File: src/hw/i2c_ctrl_pkg.sv
package i2c_ctrl_pkg;

    // --------------------
    // widths and slot counts
    localparam int PRESCALE_W   = 8;
    localparam int MIN_PRESCALE = 2;
    localparam int PHASE_W      = PRESCALE_W + 1;    // holds 2*P - 1
    localparam int SLOT_W       = 4;
    localparam int BYTE_SLOTS   = 8;                 // addr and data bytes
    localparam int ACK_SLOTS    = 1;                 // ack, start, stop, rstart

    // --------------------
    // sequencer states
    typedef enum logic [3:0] {
        IDLE       = 4'd0,
        START      = 4'd1,
        ADDR       = 4'd2,
        ADDR_ACK   = 4'd3,
        WRITE_DATA = 4'd4,
        DATA_ACK   = 4'd5,
        READ_DATA  = 4'd6,
        MASTER_ACK = 4'd7,
        RSTART     = 4'd8,
        STOP       = 4'd9
    } seq_state_e;

    // --------------------
    // grouped signals
    typedef struct packed {
        logic enable;
        logic rw;              // 1 = read
        logic repeat_start;
    } i2c_cmd_t;

    typedef struct packed {
        logic trans_empty;
        logic rev_full;
    } fifo_status_t;

    typedef struct packed {
        logic hold_done;       // start hold countdown finished
        logic slot_end;        // last core cycle of a bit slot
        logic phase_done;      // last slot of the current state
        logic sda_ack;         // sda sampled at mid slot
    } slot_evt_t;

    typedef struct packed {
        logic start_cnt;
        logic write_addr_cnt;
        logic write_data_cnt;
        logic read_data_cnt;
        logic write_ack_cnt;
        logic read_ack_cnt;
        logic stop_cnt;
        logic repeat_start_cnt;
    } phase_strobe_t;

    // number of bit slots spent in a state
    function automatic logic [SLOT_W-1:0] state_slots(input seq_state_e state);
        if (state == ADDR || state == WRITE_DATA || state == READ_DATA)
            return SLOT_W'(BYTE_SLOTS);
        return SLOT_W'(ACK_SLOTS);
    endfunction

endpackage

File: src/hw/i2c_bit_timer.sv
module i2c_bit_timer (
    input  logic                                i2c_core_clock_i,
    input  logic                                reset_bit_i,
    input  i2c_ctrl_pkg::seq_state_e            state_i,
    input  logic                                enable_i,
    input  logic                                sda_i,
    input  logic [i2c_ctrl_pkg::PRESCALE_W-1:0] prescaler_i,
    input  logic [i2c_ctrl_pkg::PRESCALE_W-1:0] hold_time_i,
    output i2c_ctrl_pkg::slot_evt_t             evt_o
);
    import i2c_ctrl_pkg::*;

    seq_state_e            prev_state_q;
    logic                  state_chg;
    logic [PHASE_W-1:0]    phase_q;
    logic [PHASE_W-1:0]    phase_cur;
    logic [PHASE_W-1:0]    phase_last;
    logic [SLOT_W-1:0]     slot_q;
    logic [SLOT_W-1:0]     slot_cur;
    logic [SLOT_W-1:0]     slot_last;
    logic                  slot_end;
    logic                  sda_ack_q;
    logic [PRESCALE_W-1:0] hold_cnt_q;
    logic                  hold_busy_q;

    // --------------------
    // slot and phase counting
    assign state_chg  = (state_i != prev_state_q);        // first cycle of a new state
    assign phase_cur  = state_chg ? '0 : phase_q;
    assign slot_cur   = state_chg ? '0 : slot_q;
    assign phase_last = {prescaler_i, 1'b0} - PHASE_W'(1); // slot is 2*P cycles
    assign slot_last  = state_slots(state_i) - SLOT_W'(1);
    assign slot_end   = (state_i != IDLE) && (phase_cur == phase_last);

    always_ff @(posedge i2c_core_clock_i or negedge reset_bit_i) begin
        if (!reset_bit_i) begin
            prev_state_q <= IDLE;
            phase_q      <= '0;
            slot_q       <= '0;
        end else begin
            prev_state_q <= state_i;
            if (state_i == IDLE) begin
                phase_q <= '0;
                slot_q  <= '0;
            end else if (slot_end) begin
                phase_q <= '0;
                slot_q  <= slot_cur + 1'b1;
            end else begin
                phase_q <= phase_cur + 1'b1;
                slot_q  <= slot_cur;
            end
        end
    end

    // sample sda in the middle of each slot
    always_ff @(posedge i2c_core_clock_i or negedge reset_bit_i) begin
        if (!reset_bit_i)
            sda_ack_q <= 1'b0;
        else if (state_i != IDLE && phase_cur == {1'b0, prescaler_i})
            sda_ack_q <= sda_i;
    end

    // --------------------
    // start hold countdown
    always_ff @(posedge i2c_core_clock_i or negedge reset_bit_i) begin
        if (!reset_bit_i) begin
            hold_busy_q <= 1'b0;
            hold_cnt_q  <= '0;
        end else if (state_i != IDLE || !enable_i) begin
            hold_busy_q <= 1'b0;                          // rearmed on next idle enable
        end else if (!hold_busy_q) begin
            hold_busy_q <= 1'b1;
            hold_cnt_q  <= hold_time_i;
        end else if (hold_cnt_q != '0) begin
            hold_cnt_q  <= hold_cnt_q - 1'b1;
        end
    end

    assign evt_o.hold_done  = hold_busy_q && (hold_cnt_q == '0) && (state_i == IDLE);
    assign evt_o.slot_end   = slot_end;
    assign evt_o.phase_done = slot_end && (slot_cur == slot_last);
    assign evt_o.sda_ack    = sda_ack_q;

    // --------------------
    // checks
    prescale_min_a : assert property (
        @(posedge i2c_core_clock_i) disable iff (!reset_bit_i)
        (state_i != IDLE) |-> (prescaler_i >= PRESCALE_W'(MIN_PRESCALE))
    ) else $error("prescaler below minimum while bus active");

    slot_range_a : assert property (
        @(posedge i2c_core_clock_i) disable iff (!reset_bit_i)
        slot_q <= SLOT_W'(BYTE_SLOTS)
    ) else $error("slot count past a full byte");

endmodule

File: src/hw/i2c_seq_decode.sv
module i2c_seq_decode (
    input  logic                         i2c_core_clock_i,
    input  logic                         reset_bit_i,
    input  i2c_ctrl_pkg::i2c_cmd_t       cmd_i,
    input  i2c_ctrl_pkg::fifo_status_t   fifo_status_i,
    input  i2c_ctrl_pkg::slot_evt_t      evt_i,
    output i2c_ctrl_pkg::seq_state_e     state_o
);
    import i2c_ctrl_pkg::*;

    seq_state_e state_q;
    seq_state_e state_d;
    seq_state_e end_state;   // where a finished transfer goes

    assign end_state = cmd_i.repeat_start ? RSTART : STOP;

    // --------------------
    // next state
    always_comb begin
        state_d = state_q;
        if (state_q == IDLE) begin
            if (cmd_i.enable && evt_i.hold_done)
                state_d = START;
        end else if (evt_i.phase_done) begin
            case (state_q)
                START: begin
                    state_d = ADDR;
                end
                ADDR: begin
                    state_d = ADDR_ACK;
                end
                ADDR_ACK: begin
                    if (evt_i.sda_ack)                     // slave nacked address
                        state_d = end_state;
                    else if (cmd_i.rw)
                        state_d = READ_DATA;
                    else
                        state_d = WRITE_DATA;
                end
                WRITE_DATA: begin
                    state_d = DATA_ACK;
                end
                DATA_ACK: begin
                    if (evt_i.sda_ack || fifo_status_i.trans_empty)
                        state_d = end_state;
                    else
                        state_d = WRITE_DATA;
                end
                READ_DATA: begin
                    state_d = MASTER_ACK;
                end
                MASTER_ACK: begin
                    if (fifo_status_i.rev_full)            // no room for another byte
                        state_d = end_state;
                    else
                        state_d = READ_DATA;
                end
                RSTART: begin
                    state_d = ADDR;
                end
                STOP: begin
                    state_d = IDLE;
                end
                default: begin
                    state_d = IDLE;
                end
            endcase
        end
    end

    // --------------------
    // state register
    always_ff @(posedge i2c_core_clock_i or negedge reset_bit_i) begin
        if (!reset_bit_i)
            state_q <= IDLE;
        else
            state_q <= state_d;
    end

    assign state_o = state_q;

    // start condition always hands over to the address byte
    start_to_addr_a : assert property (
        @(posedge i2c_core_clock_i) disable iff (!reset_bit_i)
        (state_q == START) |=> (state_q inside {START, ADDR})
    ) else $error("sequencer left START for %s", state_q.name());

endmodule

File: src/hw/i2c_line_ctrl.sv
module i2c_line_ctrl (
    input  logic                          i2c_core_clock_i,
    input  logic                          reset_bit_i,
    input  i2c_ctrl_pkg::seq_state_e      state_i,
    output i2c_ctrl_pkg::phase_strobe_t   strobe_o,
    output logic                          scl_en_o,
    output logic                          sda_en_o
);
    import i2c_ctrl_pkg::*;

    phase_strobe_t strobe_d;
    logic          scl_en_d;
    logic          sda_en_d;

    // --------------------
    // per state decode
    always_comb begin
        strobe_d = '0;
        scl_en_d = 1'b0;
        sda_en_d = 1'b0;
        case (state_i)
            START: begin
                strobe_d.start_cnt = 1'b1;
                sda_en_d           = 1'b1;       // scl left to the clock generator
            end
            ADDR: begin
                strobe_d.write_addr_cnt = 1'b1;
                scl_en_d                = 1'b1;
                sda_en_d                = 1'b1;
            end
            ADDR_ACK, DATA_ACK: begin
                strobe_d.read_ack_cnt = 1'b1;    // slave owns sda
                scl_en_d              = 1'b1;
            end
            WRITE_DATA: begin
                strobe_d.write_data_cnt = 1'b1;
                scl_en_d                = 1'b1;
                sda_en_d                = 1'b1;
            end
            READ_DATA: begin
                strobe_d.read_data_cnt = 1'b1;
                scl_en_d               = 1'b1;
            end
            MASTER_ACK: begin
                strobe_d.write_ack_cnt = 1'b1;
                scl_en_d               = 1'b1;
                sda_en_d               = 1'b1;
            end
            RSTART: begin
                strobe_d.repeat_start_cnt = 1'b1;
                scl_en_d                  = 1'b1;
                sda_en_d                  = 1'b1;
            end
            STOP: begin
                strobe_d.stop_cnt = 1'b1;
                sda_en_d          = 1'b1;
            end
            default: begin
                strobe_d = '0;                   // idle keeps the bus released
            end
        endcase
    end

    // --------------------
    // output registers, one cycle behind the state
    always_ff @(posedge i2c_core_clock_i or negedge reset_bit_i) begin
        if (!reset_bit_i) begin
            strobe_o <= '0;
            scl_en_o <= 1'b0;
            sda_en_o <= 1'b0;
        end else begin
            strobe_o <= strobe_d;
            scl_en_o <= scl_en_d;
            sda_en_o <= sda_en_d;
        end
    end

    strobe_onehot_a : assert property (
        @(posedge i2c_core_clock_i) disable iff (!reset_bit_i)
        $onehot0(strobe_o)
    ) else $error("more than one phase strobe active");

endmodule

File: src/hw/i2c_master_ctrl.sv
module i2c_master_ctrl (
    input  logic                                i2c_core_clock_i,
    input  logic                                reset_bit_i,
    input  i2c_ctrl_pkg::i2c_cmd_t              cmd_i,
    input  i2c_ctrl_pkg::fifo_status_t          fifo_status_i,
    input  logic                                sda_i,
    input  logic [i2c_ctrl_pkg::PRESCALE_W-1:0] prescaler_i,
    input  logic [i2c_ctrl_pkg::PRESCALE_W-1:0] hold_time_i,
    output i2c_ctrl_pkg::phase_strobe_t         strobe_o,
    output logic                                scl_en_o,
    output logic                                sda_en_o
);
    import i2c_ctrl_pkg::*;

    seq_state_e state;      // decode to timer and line control
    slot_evt_t  slot_evt;   // timer to decode

    // --------------------
    // execute stage
    i2c_bit_timer u_bit_timer (
        .i2c_core_clock_i (i2c_core_clock_i),
        .reset_bit_i      (reset_bit_i),
        .state_i          (state),
        .enable_i         (cmd_i.enable),
        .sda_i            (sda_i),
        .prescaler_i      (prescaler_i),
        .hold_time_i      (hold_time_i),
        .evt_o            (slot_evt)
    );

    // --------------------
    // decode stage
    i2c_seq_decode u_seq_decode (
        .i2c_core_clock_i (i2c_core_clock_i),
        .reset_bit_i      (reset_bit_i),
        .cmd_i            (cmd_i),
        .fifo_status_i    (fifo_status_i),
        .evt_i            (slot_evt),
        .state_o          (state)
    );

    // --------------------
    // result stage
    i2c_line_ctrl u_line_ctrl (
        .i2c_core_clock_i (i2c_core_clock_i),
        .reset_bit_i      (reset_bit_i),
        .state_i          (state),
        .strobe_o         (strobe_o),
        .scl_en_o         (scl_en_o),
        .sda_en_o         (sda_en_o)
    );

endmodule

File: config.mk
export PLATFORM = sky130hd
export DESIGN_NAME = i2c_master_ctrl
export DESIGN_NICKNAME = d
export VERILOG_FILES = /design/src/hw/i2c_ctrl_pkg.sv /design/src/hw/i2c_bit_timer.sv /design/src/hw/i2c_seq_decode.sv /design/src/hw/i2c_line_ctrl.sv /design/src/hw/i2c_master_ctrl.sv
export SDC_FILE = /design/constraint.sdc
export NUM_CORES = 1
export LEC_CHECK = 0
export BUFFER_PORTS_ARGS = -buffer_cell sky130_fd_sc_hd__buf_2
export CAP_MARGIN = 20
export CORE_AREA = 3 3 88 99
export CTS_CLUSTER_DIAMETER = 50
export DETAILED_ROUTE_END_ITERATION = 7
export DIE_AREA = 0 0 91 102
export PLACE_DENSITY = 0.49
export SLEW_MARGIN = 10
export SYNTH_ARGS = -nofsm -noshare
export SYNTH_HDL_FRONTEND = slang
export SYNTH_SLANG_ARGS = --single-unit
File: constraint.sdc
create_clock -name i2c_core_clock_i -period 5 [get_ports i2c_core_clock_i]
set_input_delay 0.5 -clock i2c_core_clock_i [delete_from_list [all_inputs] [get_ports i2c_core_clock_i]]
set_output_delay 0.5 -clock i2c_core_clock_i [all_outputs]
set_load 0.02 [all_outputs]
==> results.toml, run 1 <==
[critical_path]
reg2regPathDepth = 7
rr_startpoint = "u_seq_decode.state_o[3]"
critical_path_required_ns = 5.18
critPathBufInv = 0
endpoint_kind = "flip-flop"
critPathLaunch = "u_seq_decode.state_o[3]"
crit_arrival_ns = 3.26
worstSetupPathType = "flip-flop to flip-flop"
path_depth = 7
critPathLaunchType = "flip-flop"
crit_path_max_incr_delay_ns = 0.71
rrSetupSlack_ns = 1.92
path_max_fanout = 24
crit_path_cell_trace = "xnor2_1 > and4_1 > and3_1 > o21ai_0 > a211o_1 > o21a_1 > mux2_1"
crit_slowest_cell = "and4_1"
path_delay_family = "simple AND/OR/NAND/NOR gates"

[yosys]
ys_seq_elements = 41
syn_avg_cell_area_um2 = 8.59
ys.flop_type = "dfrtp_1"
synth.cell_area_um2 = 2620
netlist-cell-type-count = 54
synthCells = 305
async_flop_share = 1.00
synth_edf_count = 0
syn_nets = 333
synth-seq-area-share = 0.392
yosys_warnings = 0

[sta]
rsz0062_at_grt = "false"
finClkSkew_ns = 0.00871
fin_crit_sh = 0.616
hold_viol_final = 0
report.final.slew_viol_count = 0
setup_tns_ns = 0
max_slew.worst_pin.slew_ns = 0.954
relSlewSlack = 0.358
setup-violations-final = 0
max_freq_mhz = 325
fin_crit_ns = 3.08

[clocking]
clk_root_buffer_cell = "clkbuf_8"
clk_pin_slew_ns = 0.08
postCtsHoldBufs = 0
ctsResizeCount = 0
cts_setup_buffers = 0
cts_buffers = 5
cts.sinks = 41
cts_max_path_buffers = 2
cts_tree = "yes"
cts-htree-levels = 2
clock_latency_ns = 0.30

[detailed_routing]
via_per_inst = 5.10
wirelength_mm = 6.08
num_vias = 2193
dr.pass1.iters = 4
final_antenna_net_count = 0
drc_errors = 0
drt_iter0_drc = 62
post_drt_wl_per_cell_um = 14.1

[die]
rows = 34
die_h_um = 102
core_um2 = 7830
start_util = 0.335
die_area_um2 = 9280
ioPinCount = 34
die_w_um = 91

[place]
post-dp-hpwl_mm = 4.38
post-place-cells = 423
gp_congestion = 0.853
io_buffers = 33

[power_and_ir_drop]
finalPower_w = 0.00140
combPwrFrac = 0.474
seq_power_share = 0.365
leakagePower_nw = 1.27
power.internal_w = 0.000762
irDropWorstVdd_mv = 0.258
switchingPower_w = 0.000635
p_sw_frac = 0.455
clkPwrFrac = 0.161
powerDensity_nw_per_um2 = 483

[finish]
fin_util = 0.370
nets = 350
fillCellCount = 845
mostFrequentLayoutCell = "dfrtp_1"
n_antenna_cell = 0
drive_above_1_share = 0.140
mostFrequentLayoutCells = "dfrtp_1, buf_2, nor2_1"
area_growth_pct = 10.4
final_cells = 430

[flow_run]
max-cap-violations = 0

[run_status]
status = "complete, no violations"

[global_route]
grt_pass1_wl_mm = 10.3
antenna_found_initial = 0
gr-total-overflow = 0
grt_pass1_vias = 2099
grt_max_degree = 42
track_usage = 0.138

[worst_hold_path]
hold_path.class = "primary input to asynchronous set/reset pin"
-- worst reg2reg max path: stages (launching register included) --
cell and delay, ns:
dfrtp_1 0.69, xnor2_1 0.20, and4_1 0.71, and3_1 0.27
o21ai_0 0.10, a211o_1 0.43, o21a_1 0.26, mux2_1 0.30
-- path summary, 6_finish.rpt --
| check | to |
|---|---|
| worst min-delay path | u_bit_timer.sda_ack_q |
| worst max-delay path | u_seq_decode.state_o[3] |
| min in group i2c_core_clock_i | u_bit_timer.sda_ack_q |
| worst max register to register | u_seq_decode.state_o[3] |
| max in group asynchronous | u_bit_timer.phase_q[4] |
| worst min register to register | u_bit_timer.hold_cnt_q[6] |
-- layout make-up --
| class | count | area (um2) | area share |
|---|---|---|---|
| Timing Repair Buffer | 33 | 165 | 0.0571 |
| Multi-Input combinational cell | 224 | 1420 | 0.490 |
| Tap cell | 108 | 135 | 0.0467 |
| Clock buffer | 7 | 86.3 | 0.0298 |
| Inverter | 17 | 63.8 | 0.0221 |
| Sequential cell | 41 | 1030 | 0.355 |
-- Yosys cell counts (3+ instances only) --
master	count	area, um2
dfrtp_1	41	1030
nor2_1	28	105
nand2_1	23	86.3
o21ai_0	20	100
xnor2_1	18	158
a21oi_1	17	85.1
inv_1	17	63.8
nor3_1	12	60.1
nand3_1	11	55.1
clkbuf_1	10	37.5
o211ai_1	7	52.6
xor2_1	7	61.3
and2_1	6	37.5
and3_1	6	37.5
buf_2	6	30.0
nand4_1	6	37.5
nand2b_1	5	31.3
a211o_1	4	35.0
ha_1	4	50.1
nor2b_1	4	25.0
nor4_1	4	25.0
o31ai_1	4	30.0
a21o_1	3	22.5
buf_1	3	11.3
o21a_1	3	22.5
-- through the flow --
| stage | cell area [um2] | worst slack, ns | hold slack (ns) |
|---|---|---|---|
| after detailed placement | 2810 | 1.94 | 0.504 |
| after CTS | 2890 | 1.93 | 0.388 |
| after floorplan | 2620 | 2.52 | 0.204 |
| after global routing | 2890 | 1.65 | 0.426 |
| after global placement | 2810 | 2.04 | 0.502 |
| final | 2890 | 1.92 | 0.329 |
-- routing by layer --
metal / global-route usage / routed length (um) / vias to the layer above
met2: 0.229 / 2880 / 43
li1: - / - / 1108
met5: 0 / 0 / -
met1: 0.179 / 2840 / 1034
met3: 0.0309 / 246 / 8
met4: 0.0464 / 110 / 0
-- state kept, by name, summed over array words and instances (netlist names) --
| name | count |
|---|---|
| u_bit_timer.hold_cnt_q | 8 |
| u_seq_decode.state_o | 4 |
| u_line_ctrl.sda_en_o | 1 |
| u_line_ctrl.scl_en_o | 1 |
| u_bit_timer.slot_q | 4 |
| u_bit_timer.sda_ack_q | 1 |
| u_bit_timer.prev_state_q | 4 |
| u_line_ctrl.strobe_o | 8 |
| u_bit_timer.phase_q | 9 |
| u_bit_timer.hold_busy_q | 1 |
-- power groups by stage --
stage | registers (W) | clock network, W | logic, W
CTS | 0.000509 | 0.000231 | 0.000671
global placement | 0.000516 | 0 | 0.000662
global route | 0.000525 | 0.000247 | 0.000754
detailed placement | 0.000515 | 0 | 0.000666
floorplan | 0.000471 | 0 | 0.000579
finish | 0.000510 | 0.000224 | 0.000663
-- cells by family after synthesis --
logic type,synth area share
and+or+nand+nor,0.228
AOI/OAI and AO/OA,0.193
DFF,0.392
buffers and inverters,0.0678
xor gates and xnor gates,0.0836
muxes,0.0162
adders and majority gates,0.0191
Power figures use the tool's default switching activity.
==> run 2, diff against run 1 <==
--- a/config.mk
+++ b/config.mk
@@ -5,13 +5,14 @@
 export SDC_FILE = /design/constraint.sdc
 export NUM_CORES = 1
 export LEC_CHECK = 0
+export ABC_AREA = 1
 export BUFFER_PORTS_ARGS = -buffer_cell sky130_fd_sc_hd__buf_2
 export CAP_MARGIN = 20
-export CORE_AREA = 3 3 88 99
+export CORE_AREA = 3 3 90 100
 export CTS_CLUSTER_DIAMETER = 50
 export DETAILED_ROUTE_END_ITERATION = 7
-export DIE_AREA = 0 0 91 102
-export PLACE_DENSITY = 0.49
+export DIE_AREA = 0 0 93 103
+export PLACE_DENSITY = 0.5
 export SLEW_MARGIN = 10
 export SYNTH_ARGS = -nofsm -noshare
 export SYNTH_HDL_FRONTEND = slang
==> constraint.sdc (replaced) <==
create_clock -name i2c_core_clock_i -period 2.5 [get_ports i2c_core_clock_i]
set_input_delay 0.25 -clock i2c_core_clock_i [delete_from_list [all_inputs] [get_ports i2c_core_clock_i]]
set_output_delay 0.25 -clock i2c_core_clock_i [all_outputs]
set_load 0.02 [all_outputs]
==> results.toml, run 2 <==
[place]
post-dp-hpwl_mm = 4.94
io_buffers = 33
gp_congestion = 0.800

[clocking]
cts.sinks = 41
cts_max_path_buffers = 2
clk_root_buffer_cell = "clkbuf_8"
postCtsHoldBufs = 0
cts-htree-levels = 2
cts_buffers = 5
clk_pin_slew_ns = 0.09
clock_latency_ns = 0.29
cts_tree = "yes"

[finish]
largest_reg_flops = 9
nets = 444
n_antenna_cell = 0
drive_above_1_share = 0.189
mostFrequentLayoutCells = "nand2_1, nor2_1, inv_1"
fillCellCount = 880
largest-register = "u_bit_timer.phase_q"
reg_top3 = "u_bit_timer.phase_q x9, u_bit_timer.hold_cnt_q x8, u_line_ctrl.strobe_o x8"
mostFrequentLayoutCell = "nand2_1"
area_growth_pct = 15.3

[critical_path]
rrSetupSlack_ns = 0.27
path_max_fanout = 8
critPathLaunchType = "flip-flop"
endpoint_kind = "flip-flop"
worstSetupPathType = "flip-flop to flip-flop"
critical_path_required_ns = 2.68
crit_arrival_ns = 2.41

[yosys]
netlist-cell-type-count = 37
synth_edf_count = 0
synth_common_cells = "nand2_1, nor2_1, inv_1, dfrtp_1, nand3_1"
async_flop_share = 1.00
ys_seq_elements = 41
synth.cell_area_um2 = 2720
yosys_warnings = 0
synth-seq-area-share = 0.378
synth_area_leaders = "dfrtp_1, nand2_1, nor2_1"
yosysTopAreaCellShare = 0.378
ys.flop_type = "dfrtp_1"
syn_avg_cell_area_um2 = 7.23
synthCells = 376
yosysMostFrequentCell = "nand2_1"
syn_nets = 404
synth_top_cell_by_area = "dfrtp_1"

[die]
start_util = 0.340
ioPinCount = 34
die_h_um = 103
die_w_um = 93
rows = 34
core_um2 = 8000
die_area_um2 = 9580

[sta]
setup-violations-final = 0
hold_viol_final = 0
fin_crit_sh = 0.892
relSlewSlack = 0.370
rsz0062_at_grt = "false"
fin_crit_ns = 2.23
report.final.slew_viol_count = 0
setup_tns_ns = 0
max_slew.worst_pin.slew_ns = 0.945
max_freq_mhz = 449
finClkSkew_ns = 0.0103

[detailed_routing]
dr_wl_met3_um = 276
final_antenna_net_count = 0
drc_errors = 0
met1_length_mm = 2.90
post_drt_wl_per_cell_um = 11.9
num_vias = 2357
dr.max_layer_used = "met4"
wl_met2_mm = 3.03
drt_iter0_drc = 90
wirelength_mm = 6.26
dr.pass1.iters = 4
via_per_inst = 4.49

[worst_hold_path]
hold_path.class = "primary input to asynchronous set/reset pin"

[power_and_ir_drop]
combPwrFrac = 0.390
p_sw_frac = 0.400
leakagePower_nw = 1.60
clkPwrFrac = 0.233
switchingPower_w = 0.000929
powerDensity_nw_per_um2 = 741
finalPower_w = 0.00232
irDropWorstVdd_mv = 0.275
power.internal_w = 0.00139
seq_power_share = 0.376

[global_route]
grt_max_degree = 42
gr-total-overflow = 0
track_usage = 0.142
grt_pass1_wl_mm = 10.8
antenna_found_initial = 0
grt_pass1_vias = 2302

[flow_run]
max-cap-violations = 0

[run_status]
status = "complete, no violations"
[run 2: routing by layer]
layer  track usage  vias up
met5             0        -
met4        0.0406        0
met3        0.0277        4
met2         0.247       50
met1         0.180     1054
li1              -     1249
[run 2: kinds of logic after synthesis]
| group | after synthesis | synth area share |
|---|---|---|
| xor+xnor | 16 | 0.0516 |
| simple gates | 218 | 0.391 |
| buf+inv | 66 | 0.0967 |
| flops | 41 | 0.378 |
| fa+ha+maj | 4 | 0.0184 |
| compound gates | 31 | 0.0645 |
[run 2: power by group through the flow]
stage               combinational (W)  clock [W]  sequential (W)
floorplan                    0.000692          0        0.000872
finish                       0.000906   0.000542        0.000873
detailed placement           0.000919          0        0.000886
global placement             0.000913          0        0.000887
CTS                          0.000921   0.000565        0.000874
global route                  0.00104   0.000597        0.000894
[run 2: timing repair]
action                                  in CTS  in global routing
buffers inserted                             0                  1
endpoints found under the setup margin       0                  1
resized for setup                            0                  1
[run 2: final timing paths]
path	start	end	depth (start not counted)
worst max-delay path	u_seq_decode.state_o[3]	u_bit_timer.phase_q[8]	13
worst min-delay path	reset_bit_i	u_bit_timer.phase_q[3]	1
worst max register to register	u_seq_decode.state_o[3]	u_bit_timer.phase_q[8]	13
worst min register to register	u_seq_decode.state_o[1]	u_bit_timer.prev_state_q[1]	0
max in group asynchronous	reset_bit_i	u_seq_decode.state_o[1]	1
min in group i2c_core_clock_i	cmd_i[2]	u_bit_timer.hold_busy_q	3
[run 2: per-stage QoR]
stage / hold slack [ns] / area, um2 / setup slack (ns) / util / std cells
floorplan: -0.0456 / 2720 / 0.427 / - / 376
global placement: 0.461 / 3010 / 0.256 / 0.377 / 516
detailed placement: 0.468 / 3010 / 0.194 / 0.377 / 516
CTS: 0.140 / 3120 / 0.160 / 0.391 / 524
global route: 0.163 / 3130 / 0.00349 / 0.392 / 525
finish: 0.0972 / 3130 / 0.271 / 0.392 / 525
[run 2: area by class of cell]
cell class | instances | area (um2) | area share
Clock buffer | 6 | 72.6 | 0.0232
Clock inverter | 2 | 38.8 | 0.0124
Inverter | 62 | 235 | 0.0751
Multi-Input combinational cell | 269 | 1430 | 0.456
Sequential cell | 41 | 1030 | 0.328
Tap cell | 108 | 135 | 0.0431
Timing Repair Buffer | 37 | 195 | 0.0623
[run 2: worst max-delay path, cell delays in order (launching register included)]
cell and delay (ns):
dfrtp_1 0.48, inv_2 0.04, nand2_1 0.07, nand2_2 0.09, nor2_8 0.18, nand2_4 0.10, nor2_4 0.12, ha_1 0.19
inv_1 0.06, nor3_2 0.21, nand3_1 0.14, nor3_1 0.19, xor2_1 0.17, nor2_1 0.05
